==> config.mk <==
export PLATFORM = sky130hd
export DESIGN_NAME = exec_unit
export DESIGN_NICKNAME = d
export VERILOG_FILES = /design/src/hw/exec_pkg.sv /design/src/hw/alu_core.sv /design/src/hw/exec_unit.sv /design/src/hw/mul_unit.sv /design/src/hw/result_merge.sv
export SDC_FILE = /design/constraint.sdc
export NUM_CORES = 1
export LEC_CHECK = 0
export BUFFER_PORTS_ARGS = -buffer_cell sky130_fd_sc_hd__buf_2
export CORE_MARGIN = 2
export CORE_UTILIZATION = 44
export CTS_CLUSTER_DIAMETER = 120
export DETAILED_ROUTE_END_ITERATION = 16
export PLACE_DENSITY = 0.58
export SLEW_MARGIN = 20
export SYNTH_ARGS = -nofsm -noshare
export SYNTH_HDL_FRONTEND = slang
export SYNTH_SLANG_ARGS = --single-unit
==> constraint.sdc <==
create_clock -name clk -period 6.7 [get_ports clk]
set_input_delay 0.67 -clock clk [delete_from_list [all_inputs] [get_ports clk]]
set_output_delay 0.67 -clock clk [all_outputs]
set_load 0.03 [all_outputs]
==> src/hw/exec_pkg.sv <==
/*
 * Execute unit package
 * Opcode encoding and the fixed pipeline latencies shared by the RTL
 */

package exec_pkg;

    // Operation codes, 4 bits wide
    // Codes 14 and 15 are illegal and give a zero result
    typedef enum logic [3:0] {
        OP_ADD    = 4'd0,
        OP_SUB    = 4'd1,
        OP_NEG_B  = 4'd2,
        OP_MUL    = 4'd3,
        OP_AND    = 4'd4,
        OP_OR     = 4'd5,
        OP_NOT_A  = 4'd6,
        OP_XOR    = 4'd7,
        OP_SHL    = 4'd8,
        OP_SHR    = 4'd9,
        OP_SHRA   = 4'd10,
        OP_PASS_B = 4'd11,
        OP_SLT    = 4'd12,
        OP_SLTU   = 4'd13
    } alu_op_e;

    // Cycles from in_valid to out_valid at the top level
    localparam int EXEC_LATENCY = 3;

    // Cycles through the multiplier
    localparam int MUL_LATENCY = 2;

endpackage

==> src/hw/alu_core.sv <==
/*
 * ALU core
 * Single-cycle registered ALU for every operation except multiply,
 * with carry and signed overflow for the arithmetic group
 */

`timescale 1ns/10ps

module alu_core #(
    parameter int WIDTH = 8
) (
    input  logic              clk,
    input  logic              reset,
    input  logic              in_valid,
    input  logic [WIDTH-1:0]  a,
    input  logic [WIDTH-1:0]  b,
    input  exec_pkg::alu_op_e op,
    output logic              alu_valid,
    output exec_pkg::alu_op_e alu_op,
    output logic [WIDTH-1:0]  alu_result,
    output logic              alu_carry,
    output logic              alu_overflow
);

    import exec_pkg::*;

    localparam int SHAMT_W = $clog2(WIDTH);
    localparam int MSB     = WIDTH - 1;

    logic [SHAMT_W-1:0] shamt;
    logic [WIDTH:0]     sum_ext;
    logic [WIDTH:0]     diff_ext;
    logic [WIDTH-1:0]   neg_b;
    logic               add_ovf;
    logic               sub_ovf;
    logic               neg_ovf;
    logic               slt_bit;
    logic [WIDTH-1:0]   result_c;
    logic               carry_c;
    logic               overflow_c;

    assign shamt = b[SHAMT_W-1:0];

    // Shared carry chains, one extra bit for carry out and borrow
    assign sum_ext  = {1'b0, a} + {1'b0, b};
    assign diff_ext = {1'b0, a} - {1'b0, b};
    assign neg_b    = '0 - b;

    // Signed overflow from operand and result signs
    assign add_ovf = (a[MSB] == b[MSB]) && (sum_ext[MSB] != a[MSB]);
    assign sub_ovf = (a[MSB] != b[MSB]) && (diff_ext[MSB] != a[MSB]);

    // Negating the most negative value wraps back to itself
    assign neg_ovf = (b == {1'b1, {(WIDTH-1){1'b0}}});

    // Signed less-than reuses the subtractor
    assign slt_bit = diff_ext[MSB] ^ sub_ovf;

    always_comb begin
        result_c   = '0;
        carry_c    = 1'b0;
        overflow_c = 1'b0;
        case (op)
            OP_ADD: begin
                result_c   = sum_ext[WIDTH-1:0];
                carry_c    = sum_ext[WIDTH];
                overflow_c = add_ovf;
            end
            OP_SUB: begin
                // Top bit of the difference is the unsigned borrow
                result_c   = diff_ext[WIDTH-1:0];
                carry_c    = diff_ext[WIDTH];
                overflow_c = sub_ovf;
            end
            OP_NEG_B: begin
                result_c   = neg_b;
                overflow_c = neg_ovf;
            end
            OP_AND:    result_c = a & b;
            OP_OR:     result_c = a | b;
            OP_NOT_A:  result_c = ~a;
            OP_XOR:    result_c = a ^ b;
            OP_SHL:    result_c = a << shamt;
            OP_SHR:    result_c = a >> shamt;
            OP_SHRA:   result_c = $signed(a) >>> shamt;
            OP_PASS_B: result_c = b;
            OP_SLT:    result_c = {{(WIDTH-1){1'b0}}, slt_bit};
            OP_SLTU:   result_c = {{(WIDTH-1){1'b0}}, diff_ext[WIDTH]};
            // Multiply and illegal codes leave everything at zero
            default: begin
                result_c   = '0;
                carry_c    = 1'b0;
                overflow_c = 1'b0;
            end
        endcase
    end

    always_ff @(posedge clk) begin
        if (reset) begin
            alu_valid <= 1'b0;
        end else begin
            alu_valid <= in_valid;
        end
    end

    always_ff @(posedge clk) begin
        if (in_valid) begin
            alu_op       <= op;
            alu_result   <= result_c;
            alu_carry    <= carry_c;
            alu_overflow <= overflow_c;
        end
    end

    // An accepted operation always carries a known opcode
    op_known_a: assert property (@(posedge clk) disable iff (reset)
        in_valid |-> !$isunknown(op));

endmodule

==> src/hw/exec_unit.sv <==
/*
 * Integer execute unit
 * ALU and multiplier side by side, merged to a fixed three-cycle latency
 */

`timescale 1ns/10ps

module exec_unit #(
    parameter int WIDTH = 8
) (
    input  logic              clk,
    input  logic              reset,
    input  logic              in_valid,
    input  logic [WIDTH-1:0]  a,
    input  logic [WIDTH-1:0]  b,
    input  exec_pkg::alu_op_e op,
    output logic              out_valid,
    output logic [WIDTH-1:0]  result,
    output logic              carry,
    output logic              overflow,
    output logic              zero
);

    import exec_pkg::*;

    logic             alu_valid;
    alu_op_e          alu_op;
    logic [WIDTH-1:0] alu_result;
    logic             alu_carry;
    logic             alu_overflow;

    logic             mul_valid;
    logic [WIDTH-1:0] mul_result;
    logic             mul_overflow;

    // Both units see every strobe
    alu_core #(
        .WIDTH(WIDTH)
    ) i_alu_core (
        .clk          (clk),
        .reset        (reset),
        .in_valid     (in_valid),
        .a            (a),
        .b            (b),
        .op           (op),
        .alu_valid    (alu_valid),
        .alu_op       (alu_op),
        .alu_result   (alu_result),
        .alu_carry    (alu_carry),
        .alu_overflow (alu_overflow)
    );

    mul_unit #(
        .WIDTH(WIDTH)
    ) i_mul_unit (
        .clk          (clk),
        .reset        (reset),
        .in_valid     (in_valid),
        .a            (a),
        .b            (b),
        .op           (op),
        .mul_valid    (mul_valid),
        .mul_result   (mul_result),
        .mul_overflow (mul_overflow)
    );

    result_merge #(
        .WIDTH(WIDTH)
    ) i_result_merge (
        .clk          (clk),
        .reset        (reset),
        .alu_valid    (alu_valid),
        .alu_carry    (alu_carry),
        .alu_overflow (alu_overflow),
        .alu_op       (alu_op),
        .alu_result   (alu_result),
        .mul_valid    (mul_valid),
        .mul_overflow (mul_overflow),
        .mul_result   (mul_result),
        .out_valid    (out_valid),
        .result       (result),
        .carry        (carry),
        .overflow     (overflow),
        .zero         (zero)
    );

endmodule

==> src/hw/mul_unit.sv <==
/*
 * Signed multiplier
 * Two-stage pipeline producing the low product word and signed overflow
 */

`timescale 1ns/10ps

module mul_unit #(
    parameter int WIDTH = 8
) (
    input  logic              clk,
    input  logic              reset,
    input  logic              in_valid,
    input  logic [WIDTH-1:0]  a,
    input  logic [WIDTH-1:0]  b,
    input  exec_pkg::alu_op_e op,
    output logic              mul_valid,
    output logic [WIDTH-1:0]  mul_result,
    output logic              mul_overflow
);

    import exec_pkg::*;

    logic [MUL_LATENCY-1:0]    valid_pipe;
    logic                      mul_q;
    logic signed [WIDTH-1:0]   a_q;
    logic signed [WIDTH-1:0]   b_q;
    logic signed [2*WIDTH-1:0] product;
    logic [WIDTH:0]            upper;

    // Valid follows every strobe, whatever the opcode
    always_ff @(posedge clk) begin
        if (reset) begin
            valid_pipe <= '0;
            mul_q      <= 1'b0;
        end else begin
            valid_pipe[0] <= in_valid;
            for (int i = 1; i < MUL_LATENCY; i++) begin
                valid_pipe[i] <= valid_pipe[i-1];
            end
            mul_q <= in_valid && (op == OP_MUL);
        end
    end

    assign mul_valid = valid_pipe[MUL_LATENCY-1];

    // Stage one, operands held only for multiply
    always_ff @(posedge clk) begin
        if (in_valid && (op == OP_MUL)) begin
            a_q <= a;
            b_q <= b;
        end
    end

    assign product = a_q * b_q;

    // Fits WIDTH signed bits only if the upper half matches the sign bit
    assign upper = product[2*WIDTH-1:WIDTH-1];

    // Stage two
    always_ff @(posedge clk) begin
        if (mul_q) begin
            mul_result   <= product[WIDTH-1:0];
            mul_overflow <= !((&upper) || !(|upper));
        end
    end

    mul_valid_latency_a: assert property (@(posedge clk) disable iff (reset)
        (!$past(reset) && !$past(reset, 2)) |->
            (mul_valid == $past(in_valid, MUL_LATENCY)));

endmodule

==> src/hw/result_merge.sv <==
/*
 * Result merge stage
 * Lines the ALU path up with the multiplier, selects the result,
 * forms the zero flag and registers the outputs
 */

`timescale 1ns/10ps

module result_merge #(
    parameter int WIDTH = 8
) (
    input  logic              clk,
    input  logic              reset,
    input  logic              alu_valid,
    input  logic              alu_carry,
    input  logic              alu_overflow,
    input  exec_pkg::alu_op_e alu_op,
    input  logic [WIDTH-1:0]  alu_result,
    input  logic              mul_valid,
    input  logic              mul_overflow,
    input  logic [WIDTH-1:0]  mul_result,
    output logic              out_valid,
    output logic [WIDTH-1:0]  result,
    output logic              carry,
    output logic              overflow,
    output logic              zero
);

    import exec_pkg::*;

    // ALU is one cycle, so it waits the rest of the multiplier latency
    localparam int ALU_DELAY = MUL_LATENCY - 1;

    logic [ALU_DELAY-1:0] valid_pipe;
    logic [ALU_DELAY-1:0] carry_pipe;
    logic [ALU_DELAY-1:0] ovf_pipe;
    alu_op_e              op_pipe     [ALU_DELAY];
    logic [WIDTH-1:0]     result_pipe [ALU_DELAY];

    logic                 valid_d;
    alu_op_e              op_d;
    logic [WIDTH-1:0]     sel_result;
    logic                 sel_carry;
    logic                 sel_overflow;

    always_ff @(posedge clk) begin
        if (reset) begin
            valid_pipe <= '0;
        end else begin
            valid_pipe[0] <= alu_valid;
            for (int i = 1; i < ALU_DELAY; i++) begin
                valid_pipe[i] <= valid_pipe[i-1];
            end
        end
    end

    always_ff @(posedge clk) begin
        op_pipe[0]     <= alu_op;
        result_pipe[0] <= alu_result;
        carry_pipe[0]  <= alu_carry;
        ovf_pipe[0]    <= alu_overflow;
        for (int i = 1; i < ALU_DELAY; i++) begin
            op_pipe[i]     <= op_pipe[i-1];
            result_pipe[i] <= result_pipe[i-1];
            carry_pipe[i]  <= carry_pipe[i-1];
            ovf_pipe[i]    <= ovf_pipe[i-1];
        end
    end

    assign valid_d = valid_pipe[ALU_DELAY-1];
    assign op_d    = op_pipe[ALU_DELAY-1];

    // Delayed opcode alone picks the source path
    always_comb begin
        if (op_d == OP_MUL) begin
            sel_result   = mul_result;
            sel_carry    = 1'b0;
            sel_overflow = mul_overflow;
        end else begin
            sel_result   = result_pipe[ALU_DELAY-1];
            sel_carry    = carry_pipe[ALU_DELAY-1];
            sel_overflow = ovf_pipe[ALU_DELAY-1];
        end
    end

    always_ff @(posedge clk) begin
        if (reset) begin
            out_valid <= 1'b0;
            result    <= '0;
            carry     <= 1'b0;
            overflow  <= 1'b0;
            zero      <= 1'b0;
        end else begin
            out_valid <= valid_d;
            if (valid_d) begin
                result   <= sel_result;
                carry    <= sel_carry;
                overflow <= sel_overflow;
                zero     <= (sel_result == '0);
            end
        end
    end

    // Both paths must arrive on the same cycle
    paths_aligned_a: assert property (@(posedge clk) disable iff (reset)
        mul_valid == valid_d);

    // ALU strobe at t+1 comes out at t+EXEC_LATENCY
    out_latency_a: assert property (@(posedge clk) disable iff (reset)
        (!$past(reset) && !$past(reset, 2)) |->
            (out_valid == $past(alu_valid, EXEC_LATENCY - 1)));

    out_known_a: assert property (@(posedge clk) disable iff (reset)
        out_valid |-> !$isunknown({result, carry, overflow, zero}));

endmodule

== After elaboration in Yosys (flattened, before gate mapping) ==
Memory sizes are Yosys's and may differ from the RTL's.
Cells that the tools add are included.

* Register bits: 56
* RAM bits: 12
* Bits of input ports: 23
* Output and inout port bits: 12
* Logic and storage cells: 67
* Memories kept: 2

{| class="wikitable"
|+ Memories
! memory !! words !! bits a word !! read ports !! clocked after memory_dff !! write ports !! line !! RTL
|-
| i_result_merge.result_pipe || 1 || 8 || 1 || 0 || 1 || result_merge.sv:38 || <nowiki>logic [WIDTH-1:0] result_pipe [ALU_DELAY];</nowiki>
|-
| i_result_merge.op_pipe || 1 || 4 || 1 || 0 || 1 || result_merge.sv:37 || <nowiki>alu_op_e op_pipe [ALU_DELAY];</nowiki>
|}

* $add $sub $neg: 3
* $mul: 1
* Eq/ne operators: 19
* Shifts and indexed selects: 3
* Multiplexer cells: 6
* Bitwise logic cells: 5
* Reduce and logical (&&, ||, !) cells: 10

{| class="wikitable"
|+ Operators with widths
! operator !! number
|-
| $pmux W8 S13 || 1
|-
| $eq A4 B4 Y1 const B || 6
|-
| $eq A4 B3 Y1 const B || 4
|-
| $mul A8 B8 Y16 || 1
|-
| $eq A4 B2 Y1 const B || 3
|-
| $add A8 B8 Y9 || 1
|-
| $reduce_and A9 Y1 || 1
|-
| $reduce_or A9 Y1 || 1
|-
| $sub A8 B8 Y9 || 1
|-
| $and A8 B8 Y8 || 1
|-
| $eq A8 B8 Y1 const B || 1
|-
| $logic_not A8 Y1 || 1
|-
| $mux W8 || 1
|-
| $not A8 Y8 || 1
|-
| $or A8 B8 Y8 || 1
|-
| $shl A8 B3 Y8 || 1
|-
| $shr A8 B3 Y8 || 1
|-
| $sshr A8 B3 Y8 || 1
|-
| $sub A1 B8 Y8 const A || 1
|-
| $xor A8 B8 Y8 || 1
|-
| $eq A4 B1 Y1 const B || 1
|-
| $logic_not A4 Y1 || 1
|-
| $logic_and A1 B1 Y1 || 3
|-
| $ne A1 B1 Y1 || 3
|-
| 7 further kinds || 9
|}

== Longest topological paths before layout ==
Gate-level depths: netlist of run 1.

* Depth in word-level cells: 5
* Mapped depth: 18
* Mapped depth without buffers: 18

== Hierarchy ==
Synthesis of run 1 repeated with hierarchy kept, for this count alone.

* Cells, all modules: 686
* Area total of the unflattened synthesis: 6837.8 um^2

{| class="wikitable"
|+ Modules (own cells, without submodules)
! module !! times used !! cells each !! area an instance (um^2)
|-
| mul_unit || 1 || 315 || 3379.5
|-
| alu_core || 1 || 299 || 2601.2
|-
| result_merge || 1 || 72 || 857.1
|}

== Worst setup path after synthesis of run 1 ==
Ideal clock, no wire load.

* Path type: reg2reg
* Start point: register i_mul_unit.a_q[7]
* End point: register i_mul_unit.mul_overflow, data pin
* Library setup time: 0.267 ns
* Arrival time: 4.417 ns
* Data required time: 6.433 ns
* Setup slack: 2.017 ns
* Cell stages (with the launch flop): 17
* Buffers on the path: 0
* Period minus slack after synthesis: 4.683 ns
* Cell sequence: edfxtp_1 -> nand2_1 -> inv_1 -> fa_1 -> inv_1 -> fa_1 -> fa_1 -> fa_1 -> inv_1 -> ha_1 -> a21oi_1 -> nor2b_1 -> o21a_1 -> or4_4 -> nor3_2 -> and4_1 -> mux2i_1

* Word-level cells in the longest chain between the ends: 5

{| class="wikitable"
|+ Ends and longest elaborated chain
! what !! line !! RTL
|-
| from (decl) || mul_unit.sv:26 || <nowiki>logic signed [WIDTH-1:0] a_q;</nowiki>
|-
| from (signal assigned) || mul_unit.sv:50 || <nowiki>a_q <= a;</nowiki>
|-
| $mul A8 B8 Y16 * || mul_unit.sv:55 || <nowiki>assign product = a_q * b_q;</nowiki>
|-
| $reduce_or A9 Y1 || mul_unit.sv:64 || <nowiki>mul_overflow <= !((&upper) || !(|upper));</nowiki>
|-
| $logic_not A1 Y1 || mul_unit.sv:64 ||
|-
| $logic_or A1 B1 Y1 * || mul_unit.sv:64 ||
|-
| $logic_not A1 Y1 * || mul_unit.sv:64 ||
|-
| to (signal assigned) || mul_unit.sv:64 ||
|-
| to (decl) || mul_unit.sv:19 || <nowiki>output logic mul_overflow</nowiki>
|}

Mark *: on every way between the ends. The rest lies on a longest branch, timed or not.
A chain may end at the register's enable or synchronous reset.

== Worst setup path after layout of run 1 ==
* Start point: register i_mul_unit.b_q[3]
* End point: register i_mul_unit.mul_overflow, data pin

* Word-level cells in the longest chain between the ends: 5

{| class="wikitable"
|+ Ends and longest elaborated chain
! what !! line !! RTL
|-
| from (decl) || mul_unit.sv:27 || <nowiki>logic signed [WIDTH-1:0] b_q;</nowiki>
|-
| from (signal assigned) || mul_unit.sv:51 || <nowiki>b_q <= b;</nowiki>
|-
| $mul A8 B8 Y16 * || mul_unit.sv:55 ||
|-
| $reduce_or A9 Y1 || mul_unit.sv:64 ||
|-
| $logic_not A1 Y1 || mul_unit.sv:64 ||
|-
| $logic_or A1 B1 Y1 * || mul_unit.sv:64 ||
|-
| $logic_not A1 Y1 * || mul_unit.sv:64 ||
|}

Marks and branches as above.

==> results_dict.tcl, run 1 <==
set metrics [dict create \
    synth_adder_area_share_pct 28.2 \
    worstSetupEndpoint "i_mul_unit.mul_overflow" \
    cp-startpoint "i_mul_unit.b_q[3]" \
    synth_seq_area_share_pct 26.7 \
    cellLeakagePower_nw 3.09 \
    drt.antenna.violating_nets 0 \
    max_freq_mhz 200 \
    ioPinCount 35 \
    initial_utilization_pct 45.1 \
    critical_path.reg2reg.startpoint "i_mul_unit.b_q[3]" \
    tritoncts "yes" \
    muxShareOfSynthArea_pct 6.41 \
    report.final.setup_viol 0 \
    library_cells_used_by_synthesis 63 \
    peakVddDrop_mv 0.159 \
    layout.filler_cells 1379 \
    timing_worst_setup_path_type "flop to flop" \
    vias 5017 \
    post_synth_instance_area_um2 6560 \
    drc 0 \
    rr_worst_depth 14 \
    timing.final.ws_setup_ps 1700 \
    gp_congestion 0.936 \
    p_per_area_nw_per_um2 203 \
    fp.coreArea_um2 14500 \
    clock_sinks 68 \
    post-route-util_pct 49.5 \
    total_congestion_overflow_after_global_routing 0 \
    required_ps 6770 \
    reg2reg_to "i_mul_unit.mul_overflow" \
    cts_repair_resize_count 0 \
    chipHeight_um 126 \
    area_delta_synth_final_pct 9.77 \
    grt_start_max_net_pins 32 \
    finalPower_mw 1.46 \
    number_of_global_route_vias_before_repair 5022 \
    max_slew_margin_pct 26.7 \
    cts.htree.levels 3 \
    per_cell_via_count_in_the_routed_design 5.61 \
    syn_inst 681 \
    drv_slew 0 \
    clock-root-buffer "clkbuf_16" \
    ys_ff_latch 68 \
    antenna_found_initial 0 \
    clk_pin_slew_worst_paths_ps 50 \
    max_cap_viol_count 0 \
    worst_skew_pair.late_latency_ps 330 \
    timing.hold.worst_path_depth 0 \
    drive_above_1_share_pct 9.86 \
    fin_worst_skew_ps 6.61 \
    syn_area_per_cell_um2 9.63 \
    port_buffers 34 \
    crit_path_max_fanout 8 \
    synth_simple_gate_area_share_pct 14.5 \
    fin_nets 841 \
    track_usage_pct 20.6 \
    run_status "finished, final reports clean" \
    worstPathArrival_ps 5070 \
    antenna-diode-count 0 \
    cp-start-kind "flop" \
    place_area_um2 6870 \
    post_cts.repair.setup_buffers 0 \
    end_kind "flop" \
    ys_dominant_reg_cell "edfxtp_1" \
    die_area_um2 15900 \
    asyncSetResetFlopFracSynth_pct 0 \
    post-route-period-util_pct 74.6 \
    wl_per_cell_um 17.4 \
    ctsLongestPathBuffers 2 \
    drt_iter0_drc 442 \
    slew_at_the_pin_with_the_worst_max_slew_slack_ps 1090 \
    rows 44 \
    reg2reg_slack_ps 1700 \
    finish.instance_area_um2 7200 \
    pre_cts_ws_ps 1720 \
    min-delay-path-class "flop to flop" \
    dr.pass1.iters 5 \
    syn_nets 817 \
    hpwl_um 12300 \
    compound_gate_portion_of_the_synthesized_area_pct 14.2 \
    post_synth_xor_area_fraction_pct 2.94 \
    numCtsBuffers 9 \
    fp.dieW_um 126 \
    dominant_combinational_cell_family_by_area_after_synthesis "adder cells" \
    routed_wl_um 15600 \
    synthesis.yosys.warnings 0 \
    ctsHoldBuffers 0 \
    setup_total_negative_slack_ps 0 \
    timing_hold_violations_final 0 \
    edff_count_synth 39 \
    period_needed_ps 5000 \
    rsz_0062_raised_after_global_routing "false" \
    grt_pass1_wl_um 26100 \
]
==> Yosys cell counts, types with 3 or more instances <==
| cell type | count | share of area (%) |
|---|---|---|
| o211ai_1 | 5 | 0.57 |
| and3_1 | 5 | 0.48 |
| buf_2 | 7 | 0.53 |
| inv_1 | 95 | 5.4 |
| xnor2_1 | 16 | 2.1 |
| nor4_1 | 7 | 0.67 |
| a21oi_1 | 32 | 2.4 |
| ha_1 | 55 | 10 |
| a221oi_1 | 4 | 0.53 |
| a21o_1 | 7 | 0.80 |
| nand2b_1 | 11 | 1.0 |
| nand2_1 | 63 | 3.6 |
| o22ai_1 | 6 | 0.57 |
| o31ai_1 | 4 | 0.46 |
| edfxtp_1 | 39 | 18 |
| mux2i_1 | 15 | 2.3 |
| o21bai_1 | 8 | 0.92 |
| dfxtp_1 | 29 | 8.9 |
| nor3_1 | 16 | 1.2 |
| and2_1 | 24 | 2.3 |
| nor2b_1 | 7 | 0.67 |
| a22o_1 | 3 | 0.40 |
| o21ai_0 | 28 | 2.1 |
| xor2_1 | 6 | 0.80 |
| a211oi_1 | 14 | 1.6 |
| fa_1 | 58 | 18 |
| clkbuf_1 | 12 | 0.69 |
| a31oi_1 | 4 | 0.38 |
| or3_1 | 3 | 0.29 |
| a22oi_1 | 5 | 0.57 |
| nor2_1 | 34 | 1.9 |
| mux4_2 | 12 | 4.1 |
| o21a_1 | 3 | 0.34 |
| nand3_1 | 10 | 0.76 |
==> flip-flops by register name, indices dropped and copies added, names as in the netlist, 4 cells and up <==
signal	count
i_alu_core.alu_op	4
i_mul_unit.b_q	8
i_result_merge.result	8
i_result_merge.op_pipe	4
i_mul_unit.a_q	8
i_mul_unit.mul_result	8
i_alu_core.alu_result	8
i_result_merge.result_pipe	8
==> cells by family after synthesis <==
family	after synthesis
muxes	27
AOI/OAI and AO/OA	140
and+or+nand+nor	192
xor gates and xnor gates	22
DFF	68
adders and majority gates	113
buffers and inverters	119
==> cell usage in the layout, fill, tap and decap left out, types with 8 or more instances in the layout <==
cell type	Yosys	layout
a211oi_1	14	14
a21oi_1	32	32
and2_1	24	24
buf_2	7	34
clkbuf_16	0	11
dfxtp_1	29	29
edfxtp_1	39	39
fa_1	58	58
ha_1	55	55
inv_1	95	95
mux2i_1	15	15
mux4_2	12	12
nand2_1	63	63
nand2b_1	11	11
nand3_1	10	10
nor2_1	34	34
nor3_1	16	15
o21ai_0	28	28
o21bai_1	8	8
xnor2_1	16	16
==> stage by stage <==
stage | std cells | hold WS (ps)
after floorplan | 681 | 323
after global placement | 878 | 327
after detailed placement | 878 | 327
after CTS | 894 | 334
after global routing | 894 | 339
final | 894 | 335
==> power breakdown <==
part	internal (mW)	leakage [nW]	total (mW)	switching (mW)
registers	0.472	0.603	0.486	0.0141
clock network	0.307	0.157	0.474	0.167
logic	0.209	2.33	0.498	0.289
total	0.988	3.09	1.46	0.470
==> layer usage <==
layer,GRT usage [%],up-vias,routed length [um]
met3,2.89,18,781
met5,0,-,0
met4,6.33,0,276
met1,29.6,2421,7460
met2,32.5,168,7070
li1,-,2410,-
==> area by class of cell <==
type                       instances  area (um2)  share of cell area, %
inverter                          97         364                   5.06
clock buffer                      13         293                   4.07
tap                              184         230                   3.20
sequential                        68        1750                   24.3
timing repair buffer              35         178                   2.47
clock inverter                     3        23.8                  0.330
multi-input combinational        494        4360                   60.5
==> worst min-delay path by stage <==
| stage | from | endpoint |
|---|---|---|
| after floorplan | i_alu_core.alu_carry | i_result_merge.carry_pipe |
| after global placement | i_alu_core.alu_carry | i_result_merge.carry_pipe |
| after detailed placement | i_alu_core.alu_overflow | i_result_merge.ovf_pipe |
| after CTS | i_alu_core.alu_result[2] | i_result_merge.result_pipe[0][2] |
| after global routing | i_alu_core.alu_result[0] | i_result_merge.result_pipe[0][0] |
| final | i_alu_core.alu_result[6] | i_result_merge.result_pipe[0][6] |
==> worst max-delay path: stages, from the launching register on <==
cell	delay [ps]
edfxtp_1	490
and2_1	220
inv_1	70
fa_1	660
fa_1	490
fa_1	510
fa_1	540
inv_1	50
ha_1	370
nor2b_1	170
o21a_1	210
or4_4	550
nor3_2	170
and4_1	170
mux2i_1	60
(Power assumes the default switching activity.)
==> run 2: changes to the inputs <==
--- a/config.mk
+++ b/config.mk
@@ -10,7 +10,7 @@
 export CORE_UTILIZATION = 44
 export CTS_CLUSTER_DIAMETER = 120
 export DETAILED_ROUTE_END_ITERATION = 16
-export PLACE_DENSITY = 0.58
+export PLACE_DENSITY = 0.6
 export SLEW_MARGIN = 20
 export SYNTH_ARGS = -nofsm -noshare
 export SYNTH_HDL_FRONTEND = slang
==> constraint.sdc (replaced) <==
create_clock -name clk -period 4.2 [get_ports clk]
set_input_delay 0.42 -clock clk [delete_from_list [all_inputs] [get_ports clk]]
set_output_delay 0.42 -clock clk [all_outputs]
set_load 0.03 [all_outputs]
==> run 2 against run 1 <==
Compared with the run above:
- the flow now finishes with violations (negative setup slack)
- routed wire length up 9.0%
- non-clock buffer count rose by 74
- final cell count is 8.3% higher
- die area did not move
- clock skew grew 9.0 ps
- count of clock-buffer cells in the layout is 2 lower
- global-route usage rose by 1.8 points
- power rose by 75%
- sequential power up 59%
==> results_dict.tcl, run 2 (synthesis results as in run 1) <==
set metrics [dict create \
    fp.dieW_um 126 \
    multiInputGateArea_um2 4530 \
    global_route.usage.met3_pct 3.57 \
    vias 5306 \
    global_routing_usage_on_met2_pct 36.5 \
    post_layout_nonfiller_instances 968 \
    timing_worst_setup_path_type "flop to flop" \
    max_slew_margin_pct 33.0 \
    post-route-period-util_pct 110 \
    reg2reg_to "i_mul_unit.mul_overflow" \
    antenna-diode-count 0 \
    rsz_0062_raised_after_global_routing "true" \
    place_inst 921 \
    cts.htree.levels 3 \
    worstPathArrival_ps 4720 \
    critical_path.reg2reg.startpoint "i_mul_unit.b_q[0]" \
    fin_nets 915 \
    clock-root-buffer "clkbuf_16" \
    dr.pass1.iters 5 \
    whs_ps 337 \
    number_of_global_route_vias_before_repair 5427 \
    area_delta_synth_final_pct 21.1 \
    p_per_area_nw_per_um2 321 \
    grt_start_max_net_pins 32 \
    chipHeight_um 126 \
    grt-busiest-layer "met2" \
    reg2reg_slack_ps -430 \
    initial_utilization_pct 45.1 \
    drc 0 \
    clk_pin_slew_worst_paths_ps 70 \
    layout.cells.most_common_list "inv_1 (88), buf_4 (71), nand2_1 (61)" \
    min-delay-path-class "flop to flop" \
    gp_congestion 0.912 \
    groute.layer.met1.usage_pct 31.9 \
    run_status "complete, but fails checks" \
    tritoncts "yes" \
    worstSetupEndpoint "i_mul_unit.mul_overflow" \
    cp-start-kind "flop" \
    period_needed_ps 4630 \
    ioPinCount 35 \
    antenna_found_initial 0 \
    max_cap_viol_count 0 \
    fin_worst_skew_ps 15.6 \
    max_freq_mhz 216 \
    failing_checks "negative setup slack" \
    register_area_um2 1750 \
    leading_cell_type_in_the_layout_fill_and_taps_excluded "inv_1" \
    track_usage_pct 22.4 \
    grt_pass1_wl_um 28300 \
    peakVddDrop_mv 0.223 \
    required_ps 4290 \
    routed_wl_um 17000 \
    numCtsBuffers 9 \
    drive_above_1_share_pct 22.6 \
    pre_cts_ws_ps -477 \
    end_kind "flop" \
    timing.final.ws_setup_ps -432 \
    drt.antenna.violating_nets 0 \
    fp.coreArea_um2 14500 \
    total_congestion_overflow_after_global_routing 0 \
    clock_sinks 68 \
    report.final.setup_viol 1 \
    hpwl_um 13400 \
    drv_slew 0 \
    slew_at_the_pin_with_the_worst_max_slew_slack_ps 999 \
    drt_iter0_drc 428 \
    ctsLongestPathBuffers 2 \
    per_cell_via_count_in_the_routed_design 5.48 \
    rows 44 \
    crit_path_max_fanout 5 \
    wl_per_cell_um 17.5 \
    cellLeakagePower_nw 3.47 \
    layout.filler_cells 1349 \
    worst_skew_pair.late_latency_ps 340 \
    holdCritStartpoint "i_alu_core.alu_result[1]" \
    timing_hold_violations_final 0 \
    die_area_um2 15900 \
    rr_worst_depth 19 \
    cp-startpoint "i_mul_unit.b_q[0]" \
    port_buffers 34 \
]
-- run 2: changes by cell type in the layout (fill, tap and decap cells not counted), moves of 3 or more --
cell | previous run | this run
buf_4 | 1 | 71
buf_6 | 0 | 3
inv_2 | 0 | 7
ha_4 | 0 | 7
fa_2 | 0 | 3
and2_4 | 0 | 4
fa_1 | 58 | 55
a21oi_1 | 32 | 29
and2_1 | 24 | 20
ha_1 | 55 | 48
inv_1 | 95 | 88
-- run 2: metal layers --
| layer | routed length (um) | vias to the layer above |
|---|---|---|
| li1 | - | 2554 |
| met1 | 7940 | 2613 |
| met2 | 8150 | 127 |
| met3 | 734 | 12 |
| met4 | 161 | 0 |
| met5 | 0 | - |
-- run 2: final cells by class --
type	count	area share [%]
Timing Repair Buffer	109	9.53
Multi-Input combinational cell	494	57.0
Sequential cell	68	22.1
Inverter	97	4.58
Tap cell	184	2.90
Clock buffer	11	3.47
Clock inverter	5	0.457
-- run 2: what timing repair did --
| item | CTS | global route |
|---|---|---|
| endpoints found under the setup margin | 1 | 1 |
| buffers inserted | 30 | 1 |
| hold buffers | 0 | 0 |
| gates resized for setup | 8 | 8 |
| pin swaps | 21 | 11 |
-- run 2: metrics by stage --
stage / utilization [%] / setup TNS [ps] / total power [mW] / instance area (um2)
after floorplan: - / -165 / 1.45 / 6690
after global placement: 50.5 / -412 / 1.74 / 7340
after detailed placement: 50.5 / -477 / 1.75 / 7340
after CTS: 54.3 / -420 / 2.55 / 7890
after global routing: 54.6 / -627 / 2.73 / 7940
final: 54.6 / -432 / 2.55 / 7940
-- run 2: where the power goes --
group	leakage [nW]	total [mW]	internal [mW]	switching, mW
Sequential	0.603	0.773	0.753	0.0206
Combinational	2.71	1.02	0.481	0.535
Clock	0.155	0.762	0.475	0.287
-- run 2: how the worst min path moves through the flow --
stage	endpoint	slack (ps)	depth (start not counted)
finish	i_result_merge.result_pipe[0][1]	340	0
global route	i_result_merge.carry_pipe	340	0
CTS	i_result_merge.result_pipe[0][1]	340	0
detailed placement	i_result_merge.result_pipe[0][1]	330	0
global placement	i_result_merge.carry_pipe	330	0
floorplan	i_result_merge.carry_pipe	320	0
-- run 2: worst max-delay path, stage by stage, from the launching register on --
cell and delay [ps]:
edfxtp_1 460, and2_1 220, ha_1 280, inv_1 50, fa_1 490, inv_1 40
ha_1 270, inv_1 50, fa_1 530, inv_1 40, ha_1 220, fa_2 370
a21oi_4 160, buf_4 140, o211ai_2 100, a2111oi_2 310, or4_4 190, nand3_1 80
nor4_2 280, mux2i_1 100
==> run 3: changes to the inputs <==
--- a/config.mk
+++ b/config.mk
@@ -11,6 +11,7 @@
 export CTS_CLUSTER_DIAMETER = 120
 export DETAILED_ROUTE_END_ITERATION = 16
 export PLACE_DENSITY = 0.6
+export SKIP_CTS_REPAIR_TIMING = 1
 export SLEW_MARGIN = 20
 export SYNTH_ARGS = -nofsm -noshare
 export SYNTH_HDL_FRONTEND = slang
==> run 3 against run 2 <==
Compared with the run above:
- the run still ends with negative setup slack left
- routed wire length is 0.90% lower
- critical path type unchanged
- largest cell class unchanged
- final cell count fell by 1.9%
- register-to-register slack better by 40 ps
- first-iteration DRC count up 13%
- worst hold slack worse by 1.6 ps
- power shrank 1.0%
- sequential cell count stayed put
- cell area decreased by 1.9%
==> results_dict.tcl, run 3 (synthesis results as in run 1) <==
set metrics [dict create \
    holdCritStartpoint "i_alu_core.alu_result[1]" \
    netSwitchingPower_uw 830 \
    tritoncts "yes" \
    period_needed_ps 4590 \
    gp_congestion 0.912 \
    timing_hold_violations_final 0 \
    peakVddDrop_mv 0.220 \
    finalPower_mw 2.53 \
    wl_per_cell_um 17.7 \
    layout.cells.most_common_list "inv_1 (91), nand2_1 (60), buf_4 (56)" \
    clock-root-buffer "clkbuf_16" \
    fin_worst_skew_ps 13.7 \
    pwr-share-clk_pct 30.0 \
    grt_start_max_net_pins 32 \
    routed_wl_um 16800 \
    fp.coreArea_um2 14500 \
    rows 44 \
    port_buffers 34 \
    worst_skew_pair.late_latency_ps 330 \
    cp_num_buf_inv 3 \
    post-route-util_pct 53.6 \
    timing.final.ws_setup_ps -391 \
    finish.instance_area_um2 7790 \
    cellLeakagePower_nw 3.38 \
    fin_nets 897 \
    p_per_area_nw_per_um2 324 \
    chipHeight_um 126 \
    crit_path_max_fanout 8 \
    post-route-period-util_pct 109 \
    clk_pin_slew_worst_paths_ps 70 \
    critical_path.reg2reg.startpoint "i_mul_unit.a_q[7]" \
    ctsLongestPathBuffers 2 \
    drive_above_1_share_pct 20.2 \
    timing_worst_setup_path_type "flop to flop" \
    report.final.setup_viol 1 \
    slew_at_the_pin_with_the_worst_max_slew_slack_ps 993 \
    per_cell_via_count_in_the_routed_design 5.52 \
    total_congestion_overflow_after_global_routing 0 \
    ioPinCount 35 \
    max_cap_viol_count 0 \
    critical_path_cell_by_cell "nand2_2, inv_2, fa_1, inv_1, fa_1, fa_1, fa_1, inv_2, ha_4, a21oi_4, nor2b_1, o21a_1, or4_4, nor3_2, and4_1, mux2i_1" \
    antenna-diode-count 0 \
    cp-start-kind "flop" \
    end_kind "flop" \
    drv_slew 0 \
    initial_utilization_pct 45.1 \
    pre_cts_ws_ps -477 \
    whs_ps 335 \
    cp_top_family "adder cells" \
    min-delay-path-class "flop to flop" \
    rsz_0062_raised_after_global_routing "true" \
    area_delta_synth_final_pct 18.9 \
    die_area_um2 15900 \
    vias 5247 \
    dr.pass1.iters 5 \
    cts.htree.levels 3 \
    grt_pass1_wl_um 27800 \
    track_usage_pct 22.0 \
    hpwl_um 13400 \
    cp-startpoint "i_mul_unit.a_q[7]" \
    numCtsBuffers 9 \
    cpMostUsedCell "fa_1" \
    fp.dieW_um 126 \
    comb_power_share_pct 39.4 \
    leading_cell_type_in_the_layout_fill_and_taps_excluded "inv_1" \
    drc 0 \
    run_status "complete, but fails checks" \
    required_ps 4280 \
    antenna_found_initial 0 \
    drt_iter0_drc 483 \
    critical_path.max_stage_delay_ps 550 \
    worstPathArrival_ps 4670 \
    number_of_global_route_vias_before_repair 5276 \
    place_area_um2 7340 \
    failing_checks "negative setup slack" \
    seq_power_share_pct 30.6 \
    drt.antenna.violating_nets 0 \
    internal-power_mw 1.70 \
    max_slew_margin_pct 33.5 \
    critPathSlowestCell "or4_4" \
    clock_sinks 68 \
    switching_share_pct 32.9 \
    max_freq_mhz 218 \
]
run 3: worst paths after layout:
path	slack (ps)	endpoint	cells past startpoint
worst max-delay path	-390	i_mul_unit.mul_overflow	16
worst min-delay path	340	i_result_merge.result_pipe[0][1]	0
worst max register to register	-390	i_mul_unit.mul_overflow	16
worst min register to register	340	i_result_merge.result_pipe[0][1]	0
run 3: worst register-to-register path, delay by kind of cell, from the launching register on:
family	cells	cell delay, ps
adder cells (fa/ha/maj)	5	2230
AND/OR/NAND/NOR	5	1070
flip-flops	1	490
AO/OA/AOI/OAI	2	340
buffers and inverters	3	180
multiplexers	1	60
run 3: power groups by stage:
stage	clock network [mW]	logic, mW	registers (mW)
after floorplan	0	0.655	0.792
final	0.757	0.995	0.774
after global routing	0.812	1.11	0.779
after CTS	0.782	0.969	0.775
after detailed placement	0	0.960	0.789
after global placement	0	0.948	0.787
run 3: metal layers:
metal | GRT usage, % | part of all wire, % | wire (um)
met5 | 0 | 0 | 0
met2 | 35.2 | 47 | 7900
met1 | 31.6 | 47 | 7940
met3 | 3.70 | 4.7 | 799
met4 | 4.72 | 1.2 | 194
run 3: layout make-up:
| class | instances | area [um2] |
|---|---|---|
| clock buffers | 11 | 275 |
| repair buffers | 91 | 611 |
| fillers | 1353 | 6740 |
| clock inverters | 5 | 36.3 |
| inverters | 97 | 364 |
| well taps | 184 | 230 |
| multi-input cells | 494 | 4520 |
| flip-flops and latches | 68 | 1750 |
run 3: through the flow:
stage	TNS (ps)	instances
5_1_grt	-569	950
2_1_floorplan	-165	681
6_report	-391	950
3_3_place_gp	-412	921
4_1_cts	-478	937
3_5_place_dp	-477	921
